File: config.mk
export PLATFORM = sky130hd
export DESIGN_NAME = fc_top
export DESIGN_NICKNAME = d
export VERILOG_FILES = /design/src/fc_pkg.sv /design/src/fc_mem.sv /design/src/fc_mac.sv /design/src/fc_argmax.sv /design/src/fc_sequencer.sv /design/src/fc_top.sv
export SDC_FILE = /design/constraint.sdc
export NUM_CORES = 2
export LEC_CHECK = 0
export ABC_CLOCK_PERIOD_IN_PS = 7900
export BUFFER_PORTS_ARGS = -buffer_cell sky130_fd_sc_hd__buf_2
export CAP_MARGIN = 10
export CORE_ASPECT_RATIO = 0.75
export CORE_UTILIZATION = 55
export CTS_CLUSTER_SIZE = 12
export DETAILED_ROUTE_END_ITERATION = 6
export PLACE_DENSITY = 0.81
export SETUP_SLACK_MARGIN = 0.15
export SLEW_MARGIN = 20
export SYNTH_ARGS = -nofsm -noshare
export SYNTH_HDL_FRONTEND = slang
export SYNTH_SLANG_ARGS = --single-unit
File: constraint.sdc
create_clock -name clk -period 7.9 [get_ports clk]
set_input_delay 1.58 -clock clk [delete_from_list [all_inputs] [get_ports clk]]
set_output_delay 1.58 -clock clk [all_outputs]
set_load 0.01 [all_outputs]
File: src/fc_pkg.sv
`default_nettype none

package fc_pkg;

    // Lanes packed into one 32-bit memory word
    localparam int LANES = 4;

    // Load port and memory address width
    localparam int ADDR_W = 12;

    // Activation or weight
    typedef logic signed [7:0] int8_t;

    // Lane 0 in the low byte holds the lower input index
    typedef int8_t [LANES-1:0] quad_t;

    // Per neuron bias
    typedef logic signed [15:0] bias_t;

    // Holds 256 full scale products plus bias
    typedef logic signed [23:0] acc_t;

    // Requantization shift
    typedef logic [3:0] shift_t;

    // Load target
    typedef enum logic [1:0] {
        SEL_FEATURE = 2'd0,
        SEL_WEIGHT  = 2'd1,
        SEL_BIAS    = 2'd2
    } mem_sel_t;

endpackage

`default_nettype wire

File: src/fc_mem.sv
`timescale 1ns/1ps
`default_nettype none

module fc_mem #(
    parameter int  DEPTH  = 16,
    parameter type word_t = fc_pkg::quad_t
) (
    input  wire                       clk,
    input  wire                       wr_en,
    input  wire  [fc_pkg::ADDR_W-1:0] wr_addr,
    input  wire  word_t               wr_data,
    input  wire                       rd_en,
    input  wire  [fc_pkg::ADDR_W-1:0] rd_addr,
    output word_t                     rd_data
);

    // Index bits actually needed for this depth
    localparam int IDX_W = (DEPTH > 1) ? $clog2(DEPTH) : 1;

    word_t mem [DEPTH];

    always_ff @(posedge clk) begin
        if (wr_en) begin
            mem[wr_addr[IDX_W-1:0]] <= wr_data;
        end
    end

    // Registered read, data one cycle after rd_en
    always_ff @(posedge clk) begin
        if (rd_en) begin
            rd_data <= mem[rd_addr[IDX_W-1:0]];
        end
    end

    // Upper address bits are dropped above, so they must be zero
    a_wr_range: assert property (@(posedge clk) wr_en |-> (wr_addr < DEPTH))
        else $error("fc_mem write address %0d beyond depth %0d", wr_addr, DEPTH);

    a_rd_range: assert property (@(posedge clk) rd_en |-> (rd_addr < DEPTH))
        else $error("fc_mem read address %0d beyond depth %0d", rd_addr, DEPTH);

endmodule

`default_nettype wire

File: src/fc_mac.sv
`timescale 1ns/1ps
`default_nettype none

module fc_mac (
    input  wire                    clk,
    input  wire                    rstn,
    input  wire                    step,
    input  wire                    first,
    input  wire                    last,
    input  wire  fc_pkg::quad_t    feat,
    input  wire  fc_pkg::quad_t    wgt,
    input  wire  fc_pkg::bias_t    bias,
    input  wire  fc_pkg::shift_t   shift,
    input  wire                    relu_en,
    output logic                   res_valid,
    output fc_pkg::int8_t          res_data
);

    // Flags delayed to line up with memory read data
    logic s0_step;
    logic s0_first;
    logic s0_last;

    // Stage one
    logic          p_step;
    logic          p_first;
    logic          p_last;
    fc_pkg::acc_t  p_sum;
    fc_pkg::bias_t p_bias;
    fc_pkg::acc_t  lane_sum;

    // Stage two
    fc_pkg::acc_t  acc;
    fc_pkg::acc_t  acc_next;
    fc_pkg::acc_t  shifted;
    fc_pkg::int8_t sat;

    always_ff @(posedge clk or negedge rstn) begin
        if (!rstn) begin
            s0_step  <= 1'b0;
            s0_first <= 1'b0;
            s0_last  <= 1'b0;
            p_step   <= 1'b0;
            p_first  <= 1'b0;
            p_last   <= 1'b0;
        end else begin
            s0_step  <= step;
            s0_first <= first;
            s0_last  <= last;
            p_step   <= s0_step;
            p_first  <= s0_first;
            p_last   <= s0_last;
        end
    end

    // Four signed 8x8 products summed across the lanes
    always_comb begin
        lane_sum = '0;
        for (int l = 0; l < fc_pkg::LANES; l++) begin
            lane_sum = lane_sum + fc_pkg::acc_t'(feat[l]) * fc_pkg::acc_t'(wgt[l]);
        end
    end

    always_ff @(posedge clk) begin
        if (s0_step) begin
            p_sum  <= lane_sum;
            p_bias <= bias;
        end
    end

    // Accumulate, then requantize the final sum
    always_comb begin
        acc_next = (p_first ? fc_pkg::acc_t'(0) : acc) + p_sum;
        if (p_last) begin
            acc_next = acc_next + fc_pkg::acc_t'(p_bias);
        end
        shifted = acc_next >>> shift;
        if (relu_en && (shifted < 0)) begin
            shifted = '0;
        end
        if (shifted > fc_pkg::acc_t'(127)) begin
            sat = 8'sd127;
        end else if (shifted < fc_pkg::acc_t'(-128)) begin
            sat = -8'sd128;
        end else begin
            sat = shifted[7:0];
        end
    end

    always_ff @(posedge clk) begin
        if (p_step) begin
            acc <= acc_next;
        end
        if (p_step && p_last) begin
            res_data <= sat;
        end
    end

    always_ff @(posedge clk or negedge rstn) begin
        if (!rstn) begin
            res_valid <= 1'b0;
        end else begin
            res_valid <= p_step && p_last;
        end
    end

    // Sequencer must mark word boundaries only on issued words
    a_flags_need_step: assert property (@(posedge clk) disable iff (!rstn)
        (first || last) |-> step)
        else $error("fc_mac first or last raised without step");

endmodule

`default_nettype wire

File: src/fc_argmax.sv
`timescale 1ns/1ps
`default_nettype none

module fc_argmax (
    input  wire                  clk,
    input  wire                  rstn,
    input  wire                  clear,
    input  wire                  beat,
    input  wire  fc_pkg::int8_t  value,
    input  wire  [7:0]           index,
    input  wire                  last,
    output logic                 class_valid,
    output logic [7:0]           class_id
);

    fc_pkg::int8_t best_val;
    logic          take;

    // Strictly greater keeps the lowest index on a tie
    assign take = beat && ((index == 8'd0) || (value > best_val));

    always_ff @(posedge clk or negedge rstn) begin
        if (!rstn) begin
            best_val    <= -8'sd128;
            class_id    <= 8'd0;
            class_valid <= 1'b0;
        end else begin
            if (take) begin
                best_val <= value;
                class_id <= index;
            end
            // Held until the next run starts
            if (clear) begin
                class_valid <= 1'b0;
            end else if (beat && last) begin
                class_valid <= 1'b1;
            end
        end
    end

endmodule

`default_nettype wire

File: src/fc_sequencer.sv
`timescale 1ns/1ps
`default_nettype none

module fc_sequencer #(
    parameter int N_IN  = 16,
    parameter int N_OUT = 10
) (
    input  wire                       clk,
    input  wire                       rstn,
    input  wire                       start_valid,
    output logic                      start_ready,
    output logic                      feat_rd_en,
    output logic [fc_pkg::ADDR_W-1:0] feat_rd_addr,
    output logic                      wgt_rd_en,
    output logic [fc_pkg::ADDR_W-1:0] wgt_rd_addr,
    output logic                      bias_rd_en,
    output logic [fc_pkg::ADDR_W-1:0] bias_rd_addr,
    output logic                      mac_step,
    output logic                      mac_first,
    output logic                      mac_last,
    input  wire                       res_valid,
    input  wire  fc_pkg::int8_t       res_data,
    output logic                      out_valid,
    output fc_pkg::int8_t             out_data,
    output logic [7:0]                out_index,
    input  wire                       out_ready,
    output logic                      run_clear,
    output logic                      beat,
    output logic                      beat_last
);

    localparam int AW    = fc_pkg::ADDR_W;
    localparam int WORDS = N_IN / fc_pkg::LANES;

    localparam logic [AW-1:0] WORDS_A     = AW'(WORDS);
    localparam logic [AW-1:0] LAST_WORD   = AW'(WORDS - 1);
    localparam logic [7:0]    LAST_NEURON = 8'(N_OUT - 1);

    typedef enum logic [1:0] {
        IDLE  = 2'd0,
        ISSUE = 2'd1,
        DRAIN = 2'd2
    } state_t;

    state_t        state;
    logic [AW-1:0] word_cnt;
    logic [7:0]    neuron_cnt;
    logic [7:0]    res_cnt;
    logic [1:0]    pend_cnt;
    logic [2:0]    occ;
    logic          start_fire;
    logic          accept;
    logic          can_start;
    logic          issue;
    logic          word_last;

    logic          skid_valid;
    fc_pkg::int8_t skid_data;
    logic [7:0]    skid_index;
    logic          out_load;
    logic          skid_load;

    assign start_ready = (state == IDLE);
    assign start_fire  = start_valid && start_ready;
    assign run_clear   = start_fire;
    assign accept      = out_valid && out_ready;

    // Results owed or held, never more than output register plus skid slot
    assign occ       = {1'b0, pend_cnt} + {2'b00, out_valid} + {2'b00, skid_valid};
    assign can_start = (occ - {2'b00, accept}) < 3'd2;

    // Once a neuron starts its words go out back to back
    assign issue     = (state == ISSUE) && ((word_cnt != '0) || can_start);
    assign word_last = (word_cnt == LAST_WORD);

    assign mac_step  = issue;
    assign mac_first = issue && (word_cnt == '0);
    assign mac_last  = issue && word_last;

    assign feat_rd_en   = issue;
    assign feat_rd_addr = word_cnt;
    assign wgt_rd_en    = issue;
    assign wgt_rd_addr  = AW'(neuron_cnt) * WORDS_A + word_cnt;
    assign bias_rd_en   = issue && word_last;
    assign bias_rd_addr = AW'(neuron_cnt);

    assign beat      = accept;
    assign beat_last = accept && (out_index == LAST_NEURON);

    always_ff @(posedge clk or negedge rstn) begin
        if (!rstn) begin
            state      <= IDLE;
            word_cnt   <= '0;
            neuron_cnt <= '0;
        end else begin
            case (state)
                IDLE: begin
                    if (start_fire) begin
                        state      <= ISSUE;
                        word_cnt   <= '0;
                        neuron_cnt <= '0;
                    end
                end
                ISSUE: begin
                    if (issue) begin
                        if (word_last) begin
                            word_cnt <= '0;
                            if (neuron_cnt == LAST_NEURON) begin
                                state <= DRAIN;
                            end else begin
                                neuron_cnt <= neuron_cnt + 8'd1;
                            end
                        end else begin
                            word_cnt <= word_cnt + AW'(1);
                        end
                    end
                end
                DRAIN: begin
                    if (beat_last) begin
                        state <= IDLE;
                    end
                end
                default: state <= IDLE;
            endcase
        end
    end

    // Neurons in the MAC and result index
    always_ff @(posedge clk or negedge rstn) begin
        if (!rstn) begin
            pend_cnt <= '0;
            res_cnt  <= '0;
        end else begin
            case ({mac_first, res_valid})
                2'b10:   pend_cnt <= pend_cnt + 2'd1;
                2'b01:   pend_cnt <= pend_cnt - 2'd1;
                default: pend_cnt <= pend_cnt;
            endcase
            if (start_fire) begin
                res_cnt <= '0;
            end else if (res_valid) begin
                res_cnt <= res_cnt + 8'd1;
            end
        end
    end

    // Skid entry moves up first, new results take whichever slot is free
    always_comb begin
        out_load  = 1'b0;
        skid_load = 1'b0;
        if (skid_valid) begin
            out_load = accept;
        end else if (res_valid) begin
            if (!out_valid || accept) begin
                out_load = 1'b1;
            end else begin
                skid_load = 1'b1;
            end
        end
    end

    always_ff @(posedge clk or negedge rstn) begin
        if (!rstn) begin
            out_valid  <= 1'b0;
            skid_valid <= 1'b0;
        end else begin
            if (out_load) begin
                out_valid <= 1'b1;
            end else if (accept) begin
                out_valid <= 1'b0;
            end
            if (skid_load) begin
                skid_valid <= 1'b1;
            end else if (accept) begin
                skid_valid <= 1'b0;
            end
        end
    end

    always_ff @(posedge clk) begin
        if (out_load) begin
            out_data  <= skid_valid ? skid_data : res_data;
            out_index <= skid_valid ? skid_index : res_cnt;
        end
        if (skid_load) begin
            skid_data  <= res_data;
            skid_index <= res_cnt;
        end
    end

    a_out_hold: assert property (@(posedge clk) disable iff (!rstn)
        (out_valid && !out_ready) |=> (out_valid && $stable(out_data) && $stable(out_index)))
        else $error("fc_sequencer output changed while stalled");

    // Issue gating must keep the MAC from delivering into a full skid slot
    a_skid_no_overrun: assert property (@(posedge clk) disable iff (!rstn)
        skid_valid |-> !res_valid)
        else $error("fc_sequencer result arrived with skid slot full");

endmodule

`default_nettype wire

File: src/fc_top.sv
`timescale 1ns/1ps
`default_nettype none

module fc_top #(
    parameter int N_IN  = 16,
    parameter int N_OUT = 10
) (
    input  wire                       clk,
    input  wire                       rstn,
    input  wire                       load_valid,
    output logic                      load_ready,
    input  wire  fc_pkg::mem_sel_t    load_sel,
    input  wire  [fc_pkg::ADDR_W-1:0] load_addr,
    input  wire  [31:0]               load_data,
    input  wire                       start_valid,
    output logic                      start_ready,
    input  wire  fc_pkg::shift_t      shift,
    input  wire                       relu_en,
    output logic                      out_valid,
    input  wire                       out_ready,
    output fc_pkg::int8_t             out_data,
    output logic [7:0]                out_index,
    output logic                      class_valid,
    output logic [7:0]                class_id
);

    localparam int AW         = fc_pkg::ADDR_W;
    localparam int FEAT_DEPTH = N_IN / fc_pkg::LANES;
    localparam int WGT_DEPTH  = N_OUT * FEAT_DEPTH;
    localparam int BIAS_DEPTH = N_OUT;

    logic           load_fire;
    logic           feat_wr_en;
    logic           wgt_wr_en;
    logic           bias_wr_en;

    logic           feat_rd_en;
    logic [AW-1:0]  feat_rd_addr;
    fc_pkg::quad_t  feat_rd_data;
    logic           wgt_rd_en;
    logic [AW-1:0]  wgt_rd_addr;
    fc_pkg::quad_t  wgt_rd_data;
    logic           bias_rd_en;
    logic [AW-1:0]  bias_rd_addr;
    fc_pkg::bias_t  bias_rd_data;

    logic           mac_step;
    logic           mac_first;
    logic           mac_last;
    logic           res_valid;
    fc_pkg::int8_t  res_data;
    logic           run_clear;
    logic           beat;
    logic           beat_last;

    fc_pkg::shift_t run_shift;
    logic           run_relu;

    // Memories only take host writes between runs
    assign load_ready = start_ready;
    assign load_fire  = load_valid && load_ready;
    assign feat_wr_en = load_fire && (load_sel == fc_pkg::SEL_FEATURE);
    assign wgt_wr_en  = load_fire && (load_sel == fc_pkg::SEL_WEIGHT);
    assign bias_wr_en = load_fire && (load_sel == fc_pkg::SEL_BIAS);

    // Run settings captured on the start handshake
    always_ff @(posedge clk or negedge rstn) begin
        if (!rstn) begin
            run_shift <= '0;
            run_relu  <= 1'b0;
        end else if (start_valid && start_ready) begin
            run_shift <= shift;
            run_relu  <= relu_en;
        end
    end

    fc_mem #(.DEPTH(FEAT_DEPTH), .word_t(fc_pkg::quad_t)) u_feat_mem (
        .clk     (clk),
        .wr_en   (feat_wr_en),
        .wr_addr (load_addr),
        .wr_data (load_data),
        .rd_en   (feat_rd_en),
        .rd_addr (feat_rd_addr),
        .rd_data (feat_rd_data)
    );

    fc_mem #(.DEPTH(WGT_DEPTH), .word_t(fc_pkg::quad_t)) u_wgt_mem (
        .clk     (clk),
        .wr_en   (wgt_wr_en),
        .wr_addr (load_addr),
        .wr_data (load_data),
        .rd_en   (wgt_rd_en),
        .rd_addr (wgt_rd_addr),
        .rd_data (wgt_rd_data)
    );

    // Bias sits in the low half of the load word
    fc_mem #(.DEPTH(BIAS_DEPTH), .word_t(fc_pkg::bias_t)) u_bias_mem (
        .clk     (clk),
        .wr_en   (bias_wr_en),
        .wr_addr (load_addr),
        .wr_data (fc_pkg::bias_t'(load_data[15:0])),
        .rd_en   (bias_rd_en),
        .rd_addr (bias_rd_addr),
        .rd_data (bias_rd_data)
    );

    fc_sequencer #(.N_IN(N_IN), .N_OUT(N_OUT)) u_seq (
        .clk          (clk),
        .rstn         (rstn),
        .start_valid  (start_valid),
        .start_ready  (start_ready),
        .feat_rd_en   (feat_rd_en),
        .feat_rd_addr (feat_rd_addr),
        .wgt_rd_en    (wgt_rd_en),
        .wgt_rd_addr  (wgt_rd_addr),
        .bias_rd_en   (bias_rd_en),
        .bias_rd_addr (bias_rd_addr),
        .mac_step     (mac_step),
        .mac_first    (mac_first),
        .mac_last     (mac_last),
        .res_valid    (res_valid),
        .res_data     (res_data),
        .out_valid    (out_valid),
        .out_data     (out_data),
        .out_index    (out_index),
        .out_ready    (out_ready),
        .run_clear    (run_clear),
        .beat         (beat),
        .beat_last    (beat_last)
    );

    fc_mac u_mac (
        .clk       (clk),
        .rstn      (rstn),
        .step      (mac_step),
        .first     (mac_first),
        .last      (mac_last),
        .feat      (feat_rd_data),
        .wgt       (wgt_rd_data),
        .bias      (bias_rd_data),
        .shift     (run_shift),
        .relu_en   (run_relu),
        .res_valid (res_valid),
        .res_data  (res_data)
    );

    fc_argmax u_argmax (
        .clk         (clk),
        .rstn        (rstn),
        .clear       (run_clear),
        .beat        (beat),
        .value       (out_data),
        .index       (out_index),
        .last        (beat_last),
        .class_valid (class_valid),
        .class_id    (class_id)
    );

endmodule

`default_nettype wire

**Word level (Yosys, flattened, before mapping)**

Memories as Yosys holds them, arrays and structs flattened. A register that Yosys moved wholly into a read port is not among the register bits.
Index checks and enable logic that the tools add are counted.

- Output and inout port bits: 28
- Memory bits (writable): 1,568
- Logic and storage cells: 142
- Bits in registers: 167
- Input bits: 56
- Memories kept: 3

- Equal/unequal tests: 15
- Magnitude comparators: 5
- Reductions and logical operators: 32
- Multiply operators: 4
- $add $sub $neg: 14
- Mux-type cells: 41
- Shift-type cells: 1

Memory list:

| name | words | width | rd ports | clocked after memory_dff | wr ports | RTL line | source |
|---|---|---|---|---|---|---|---|
| u_wgt_mem.mem | 40 | 32 | 1 | 1 | 1 | fc_mem.sv:20 | `word_t mem [DEPTH];` |
| u_bias_mem.mem | 10 | 16 | 1 | 1 | 1 | fc_mem.sv:20 |  |
| u_feat_mem.mem | 4 | 32 | 1 | 1 | 1 | fc_mem.sv:20 |  |

Operator list:

| operator | count |
|---|---|
| adder 24 bit | 4 |
| 2-to-1 mux 24 bit | 3 |
| 2-to-1 mux 8 bit | 9 |
| multiplier 8 x 8 -> 16 bit | 4 |
| 2-to-1 mux 12 bit | 3 |
| adder 24 x 16 -> 24 bit | 1 |
| greater-than comparator 24 x 8 -> 1 bit (second input constant) | 1 |
| less-than comparator 24 x 1 -> 1 bit (second input constant) | 1 |
| less-than comparator 24 x 8 -> 1 bit (second input constant) | 1 |
| case mux 12 bit (2 select lines) | 1 |
| >>> shifter 24 x 4 -> 24 bit | 1 |
| 2-to-1 mux 1 bit | 17 |
| adder 8 x 1 -> 8 bit (second input constant) | 2 |
| equality test 8 x 4 -> 1 bit (second input constant) | 2 |
| case mux 8 bit (2 select lines) | 1 |
| logical AND 1 bit | 14 |
| adder 12 x 1 -> 12 bit (second input constant) | 1 |
| equality test 12 x 2 -> 1 bit (second input constant) | 1 |
| logical NOT 12 bit | 1 |
| nonzero test 12 bit | 1 |
| nonzero test 2 bit | 6 |
| 2-to-1 mux 2 bit | 5 |
| AND reduction 5 bit | 2 |
| greater-than comparator 8 bit | 1 |
| 18 further kinds | 29 |

**Logic depth before layout (Yosys ltp)**

- Word-level depth: 10
- Gate-level depth with buffers: 31
- Mapped depth without buffers: 31

**Hierarchy**

From an unflattened synthesis, not the netlist that was laid out.

- Cells, all modules: 5,478
- Area, all modules: 86,444.2 um2

Modules (own cells, without submodules):

| module | sequential area each (um2) | times used | area an instance (um2) | cells an instance |
|---|---|---|---|---|
| fc_mem at u_wgt_mem | 39,397.8 | 1 | 50,937.6 | 2,562 |
| fc_mac | 2,187.1 | 1 | 18,291.3 | 1,956 |
| fc_mem at u_bias_mem | 5,285.1 | 1 | 6,872.8 | 358 |
| fc_mem at u_feat_mem | 4,804.6 | 1 | 5,650.4 | 203 |
| fc_sequencer | 1,811.7 | 1 | 3,547.2 | 310 |
| fc_argmax | 426.7 | 1 | 925.9 | 73 |
| fc_top | 125.1 | 1 | 219.0 | 16 |

**Least setup slack after synthesis**

Ideal clock, no wire load.

- Path kind: input to register
- Start: in out_ready
- End: reg u_seq.neuron_cnt[5]
- Required time: 7.768 ns
- Path buffers: 0
- Arrival: 8.113 ns
- Stages on the path: 18
- Path slack: -0.344 ns
- Library setup time: 0.132 ns
- Cell sequence: nand2_1 > inv_1 > ha_1 > inv_1 > ha_1 > a21o_1 > fa_1 > xnor2_1 > o21ai_0 > inv_1 > a21oi_1 > nor2_1 > nor3_1 > nor2_1 > nor2_1 > nand3_1 > xor2_1 > nor2_1

- Longest elaborated chain between the ends: 7

RTL lines:

| what | RTL line | source |
|---|---|---|
| start, declared | fc_top.sv:20 | `input wire out_ready,` |
| logical AND 1 bit | fc_sequencer.sv:66 | `assign accept = out_valid && out_ready;` |
| subtractor 3 x 1 -> 3 bit | fc_sequencer.sv:70 | `assign can_start = (occ - {2'b00, accept}) < 3'd2;` |
| less-than comparator 3 x 2 -> 1 bit | fc_sequencer.sv:70 |  |
| logical OR 1 bit | fc_sequencer.sv:73 | `assign issue = (state == ISSUE) && ((word_cnt != '0) \|\| can_start);` |
| logical AND 1 bit | fc_sequencer.sv:73 |  |
| net feat_rd_en | fc_top.sv:37 | `logic feat_rd_en;` |
| inequality test 2 x 1 -> 1 bit (no line) | -- |  |
| AND reduction 5 bit (no line) | -- |  |
| end signal, assigned | fc_sequencer.sv:111 | `neuron_cnt <= neuron_cnt + 8'd1;` |
| end, declared | fc_sequencer.sv:47 | `logic [7:0] neuron_cnt;` |

The timed path passes the listed nets, and every way through them passes these cells.
A chain may end at the register's enable or synchronous reset.

**Worst setup path after layout**

- Start: reg u_wgt_mem.rd_data[26] (netlist name), read port of u_wgt_mem.mem
- End: reg u_mac.p_sum[17], data pin

- Longest elaborated chain between the ends: 2

RTL lines:

| what | RTL line | source |
|---|---|---|
| start, declared | fc_mem.sv:14 | `output word_t rd_data` |
| multiplier 8 x 8 -> 16 bit | fc_mac.sv:60 | `lane_sum = lane_sum + fc_pkg::acc_t'(feat[l]) * fc_pkg::acc_t'(wgt[l]);` |
| adder 24 bit | fc_mac.sv:60 |  |
| net u_mac.lane_sum[17] | fc_mac.sv:30 | `fc_pkg::acc_t lane_sum;` |
| end signal, assigned | fc_mac.sv:66 | `p_sum <= lane_sum;` |
| end, declared | fc_mac.sv:28 | `fc_pkg::acc_t p_sum;` |

The timed path passes the listed nets, and every way through them passes these cells.

==> flow_metrics.env <==
export IMPL_antenna_found_initial=22
export IMPL_busiest_layer="met2"
export IMPL_use_met1_pct=41.3
export IMPL_final_cell_mix="edfxtp_1 (1752), mux4_2 (451), inv_1 (443)"
export IMPL_endpoint="u_mac.p_sum[17]"
export IMPL_cts_tree="yes"
export IMPL_crit_type="reg -> reg"
export IMPL_synth_mux_area_share_pct=13.4
export IMPL_met3_usage_pct=7.04
export IMPL_met2_usage_pct=43.7
export IMPL_tightest_slew_ns=1.17
export IMPL_synthAdderAreaFrac_pct=9.00
export IMPL_start_util_pct=55.6
export IMPL_clock_latency_ns=0.84
export IMPL_rows=124
export IMPL_relSlewSlack_pct=21.9
export IMPL_drt_first_pass_iters=7
export IMPL_rsz0062_at_grt="no"
export IMPL_synth_seq_cells=1815
export IMPL_grt_usage_pct=28.9
export IMPL_worstSetupStartpointType="flop"
export IMPL_synth_cells=5008
export IMPL_syn_nets=5521
export IMPL_worstSetupStartpoint="u_wgt_mem.rd_data[26]"
export IMPL_async_flop_share_pct=3.47
export IMPL_cp_end_kind="flop"
export IMPL_drive_above_1_share_pct=19.0
export IMPL_synth_top_family_by_area="multiplexers"
export IMPL_io_pins=84
export IMPL_finalHoldViolations=0
export IMPL_synth_compound_area_share_pct=4.20
export IMPL_grt_overflow=0
export IMPL_synth_edf_count=1752
export IMPL_drc=0
export IMPL_die_y_um=342
export IMPL_max_cap_violations=0
export IMPL_syn_area_per_cell_um2=17.0
export IMPL_synth_xor_area_share_pct=1.33
export IMPL_setup_viol=0
export IMPL_synthFlopType="edfxtp_1"
export IMPL_worst_r2r_path_depth=29
export IMPL_antenna_left=0
export IMPL_skew_ns=0.106
export IMPL_cts_buffers_inserted=175
export IMPL_holdCritStartpoint="u_mac.s0_first"
export IMPL_drv_slew=0
export IMPL_final_nets=5697
export IMPL_rr_startpoint="u_wgt_mem.rd_data[26]"
export IMPL_worstPathArrival_ns=7.94
export IMPL_finalInstanceArea_um2=93300
export IMPL_area_delta_synth_final_pct=9.87
export IMPL_hold_ws_ns=0.348
export IMPL_wirelength_um=224000
export IMPL_place_area_um2=88200
export IMPL_grt_pass1_wl_um=326000
export IMPL_crit_required_ns=8.44
export IMPL_min_path_type="reg -> reg"
export IMPL_tns_ns=0
export IMPL_cts_path_max_buffers=3
export IMPL_grt_max_degree=135
export IMPL_gp_congestion=0.927
export IMPL_port_buffers=77
export IMPL_synthDistinctLibCells=104
export IMPL_grt_pass1_vias=48000
export IMPL_vias=47900
export IMPL_numClockSinks=1815
export IMPL_htree_levels=4
export IMPL_max_freq_ghz=0.135
export IMPL_path_clk_slew_ns=0.07
export IMPL_final_common_cell="edfxtp_1"
export IMPL_fin_util_pct=61.1
export IMPL_drtIter0Drc=6958
export IMPL_ctsHoldBuffers=0
export IMPL_r2r_end="u_mac.p_sum[17]"
export IMPL_cpPeakStageDelay_ns=0.54
export IMPL_die_area_um2=156000
export IMPL_die_w_um=456
export IMPL_wire_per_inst_um=30.8
export IMPL_critical_path_slowest_cell="fa_1"
export IMPL_post_dp_hpwl_um=131000
export IMPL_synth_simple_gate_area_share_pct=5.20
export IMPL_ys_seq_area_share_pct=63.8
export IMPL_outcome="finished clean"
export IMPL_min_period_ns=7.41
export IMPL_synth_area_um2=85000
export IMPL_root_buffer="clkbuf_16"
export IMPL_fin_crit_sh_pct=93.7
export IMPL_yosys_warnings=0
export IMPL_viasPerCell=6.60
export IMPL_core_um2=153000
export IMPL_r2r_slack_ns=0.49
export IMPL_crit_fanout=8
worst max-delay path, delay by kind of cell, from the launching register on:
family	cells	cell delay (ns)
AND/OR/NAND/NOR	4	0.67
AO/OA/AOI/OAI	9	1.64
XOR/XNOR	2	0.34
flip-flops	1	0.52
buffers and inverters	6	0.39
adder cells (fa/ha/maj)	8	3.58
kinds of logic after synthesis:
family	count (synthesis)
AND/OR/NAND/NOR	842
adder cells (fa/ha/maj)	457
XOR/XNOR	128
AO/OA/AOI/OAI	545
flip-flops	1815
multiplexers	568
buffers and inverters	653
area by class of cell:
class	instances	area [um2]
fillers	10200	59500
flip-flops and latches	1815	54200
multi-input cells	2540	28500
clock buffers	208	4510
well taps	2016	2520
inverters	448	1680
repair buffers	204	1420
clock inverters	29	502
diodes	5	12.5
Yosys cell counts, types with 9 or more instances:
| library cell | n | area share (%) |
|---|---|---|
| edfxtp_1 | 1752 | 62 |
| mux4_2 | 451 | 12 |
| inv_1 | 443 | 2.0 |
| fa_1 | 257 | 6.1 |
| ha_1 | 200 | 2.9 |
| nand2_1 | 197 | 0.87 |
| and2_1 | 173 | 1.3 |
| a21oi_1 | 170 | 1.0 |
| nor2_1 | 148 | 0.65 |
| clkbuf_1 | 125 | 0.55 |
| nor2b_1 | 98 | 0.72 |
| xnor2_1 | 97 | 1.0 |
| o21ai_0 | 94 | 0.55 |
| mux2i_1 | 78 | 0.92 |
| a211oi_1 | 69 | 0.61 |
| dfrtp_1 | 62 | 1.8 |
| nor3_1 | 50 | 0.29 |
| buf_1 | 47 | 0.21 |
| mux2_2 | 39 | 0.52 |
| nand2b_1 | 33 | 0.24 |
| nand3_1 | 32 | 0.19 |
| xor2_1 | 30 | 0.31 |
| nand4_1 | 29 | 0.21 |
| o21bai_1 | 24 | 0.21 |
| a21o_1 | 20 | 0.18 |
| o21a_1 | 20 | 0.18 |
| o211ai_1 | 18 | 0.16 |
| and3_1 | 14 | 0.10 |
| a31oi_1 | 13 | 0.096 |
| buf_2 | 12 | 0.071 |
| o21ai_1 | 11 | 0.065 |
| or3_1 | 11 | 0.081 |
| o2111ai_1 | 9 | 0.093 |
stage by stage:
step / std cells / worst slack [ns]
2_1_floorplan: 5008 / 1.29
3_3_place_gp: 7017 / 0.581
3_5_place_dp: 7017 / 0.485
4_1_cts: 7254 / 0.482
5_1_grt: 7264 / 0.0974
6_report: 7265 / 0.494
how the worst min path moves through the flow:
| stage | cells past startpoint | end | slack (ns) |
|---|---|---|---|
| CTS | 0 | u_mac.p_first | 0.35 |
| detailed placement | 0 | u_mac.p_last | 0.34 |
| floorplan | 0 | u_mac.p_first | 0.33 |
| finish | 0 | u_mac.p_first | 0.35 |
| global placement | 0 | u_mac.p_first | 0.34 |
| global route | 0 | u_mac.p_last | 0.35 |
registers in the layout, summed over array words and instances (netlist names), 12 cells and up:
signal	cells
u_wgt_mem.mem	1280
u_bias_mem.mem	160
u_feat_mem.mem	128
u_feat_mem.rd_data	32
u_wgt_mem.rd_data	32
u_mac.acc	24
u_mac.p_sum	24
u_bias_mem.rd_data	16
u_mac.p_bias	16
u_seq.feat_rd_addr	12
metal layers:
metal	wire length [um]	vias up
met1	86600	24400
li1	-	19400
met5	170	-
met4	8330	20
met3	27000	560
met2	102000	3527
timing repair:
action,in CTS,in global routing
setup buffers,0,6
setup endpoints to repair,0,7
gates resized for setup,0,2
Power is not shown: default switching activity piles up to over one toggle a cycle in this logic, so the estimate is an artifact.
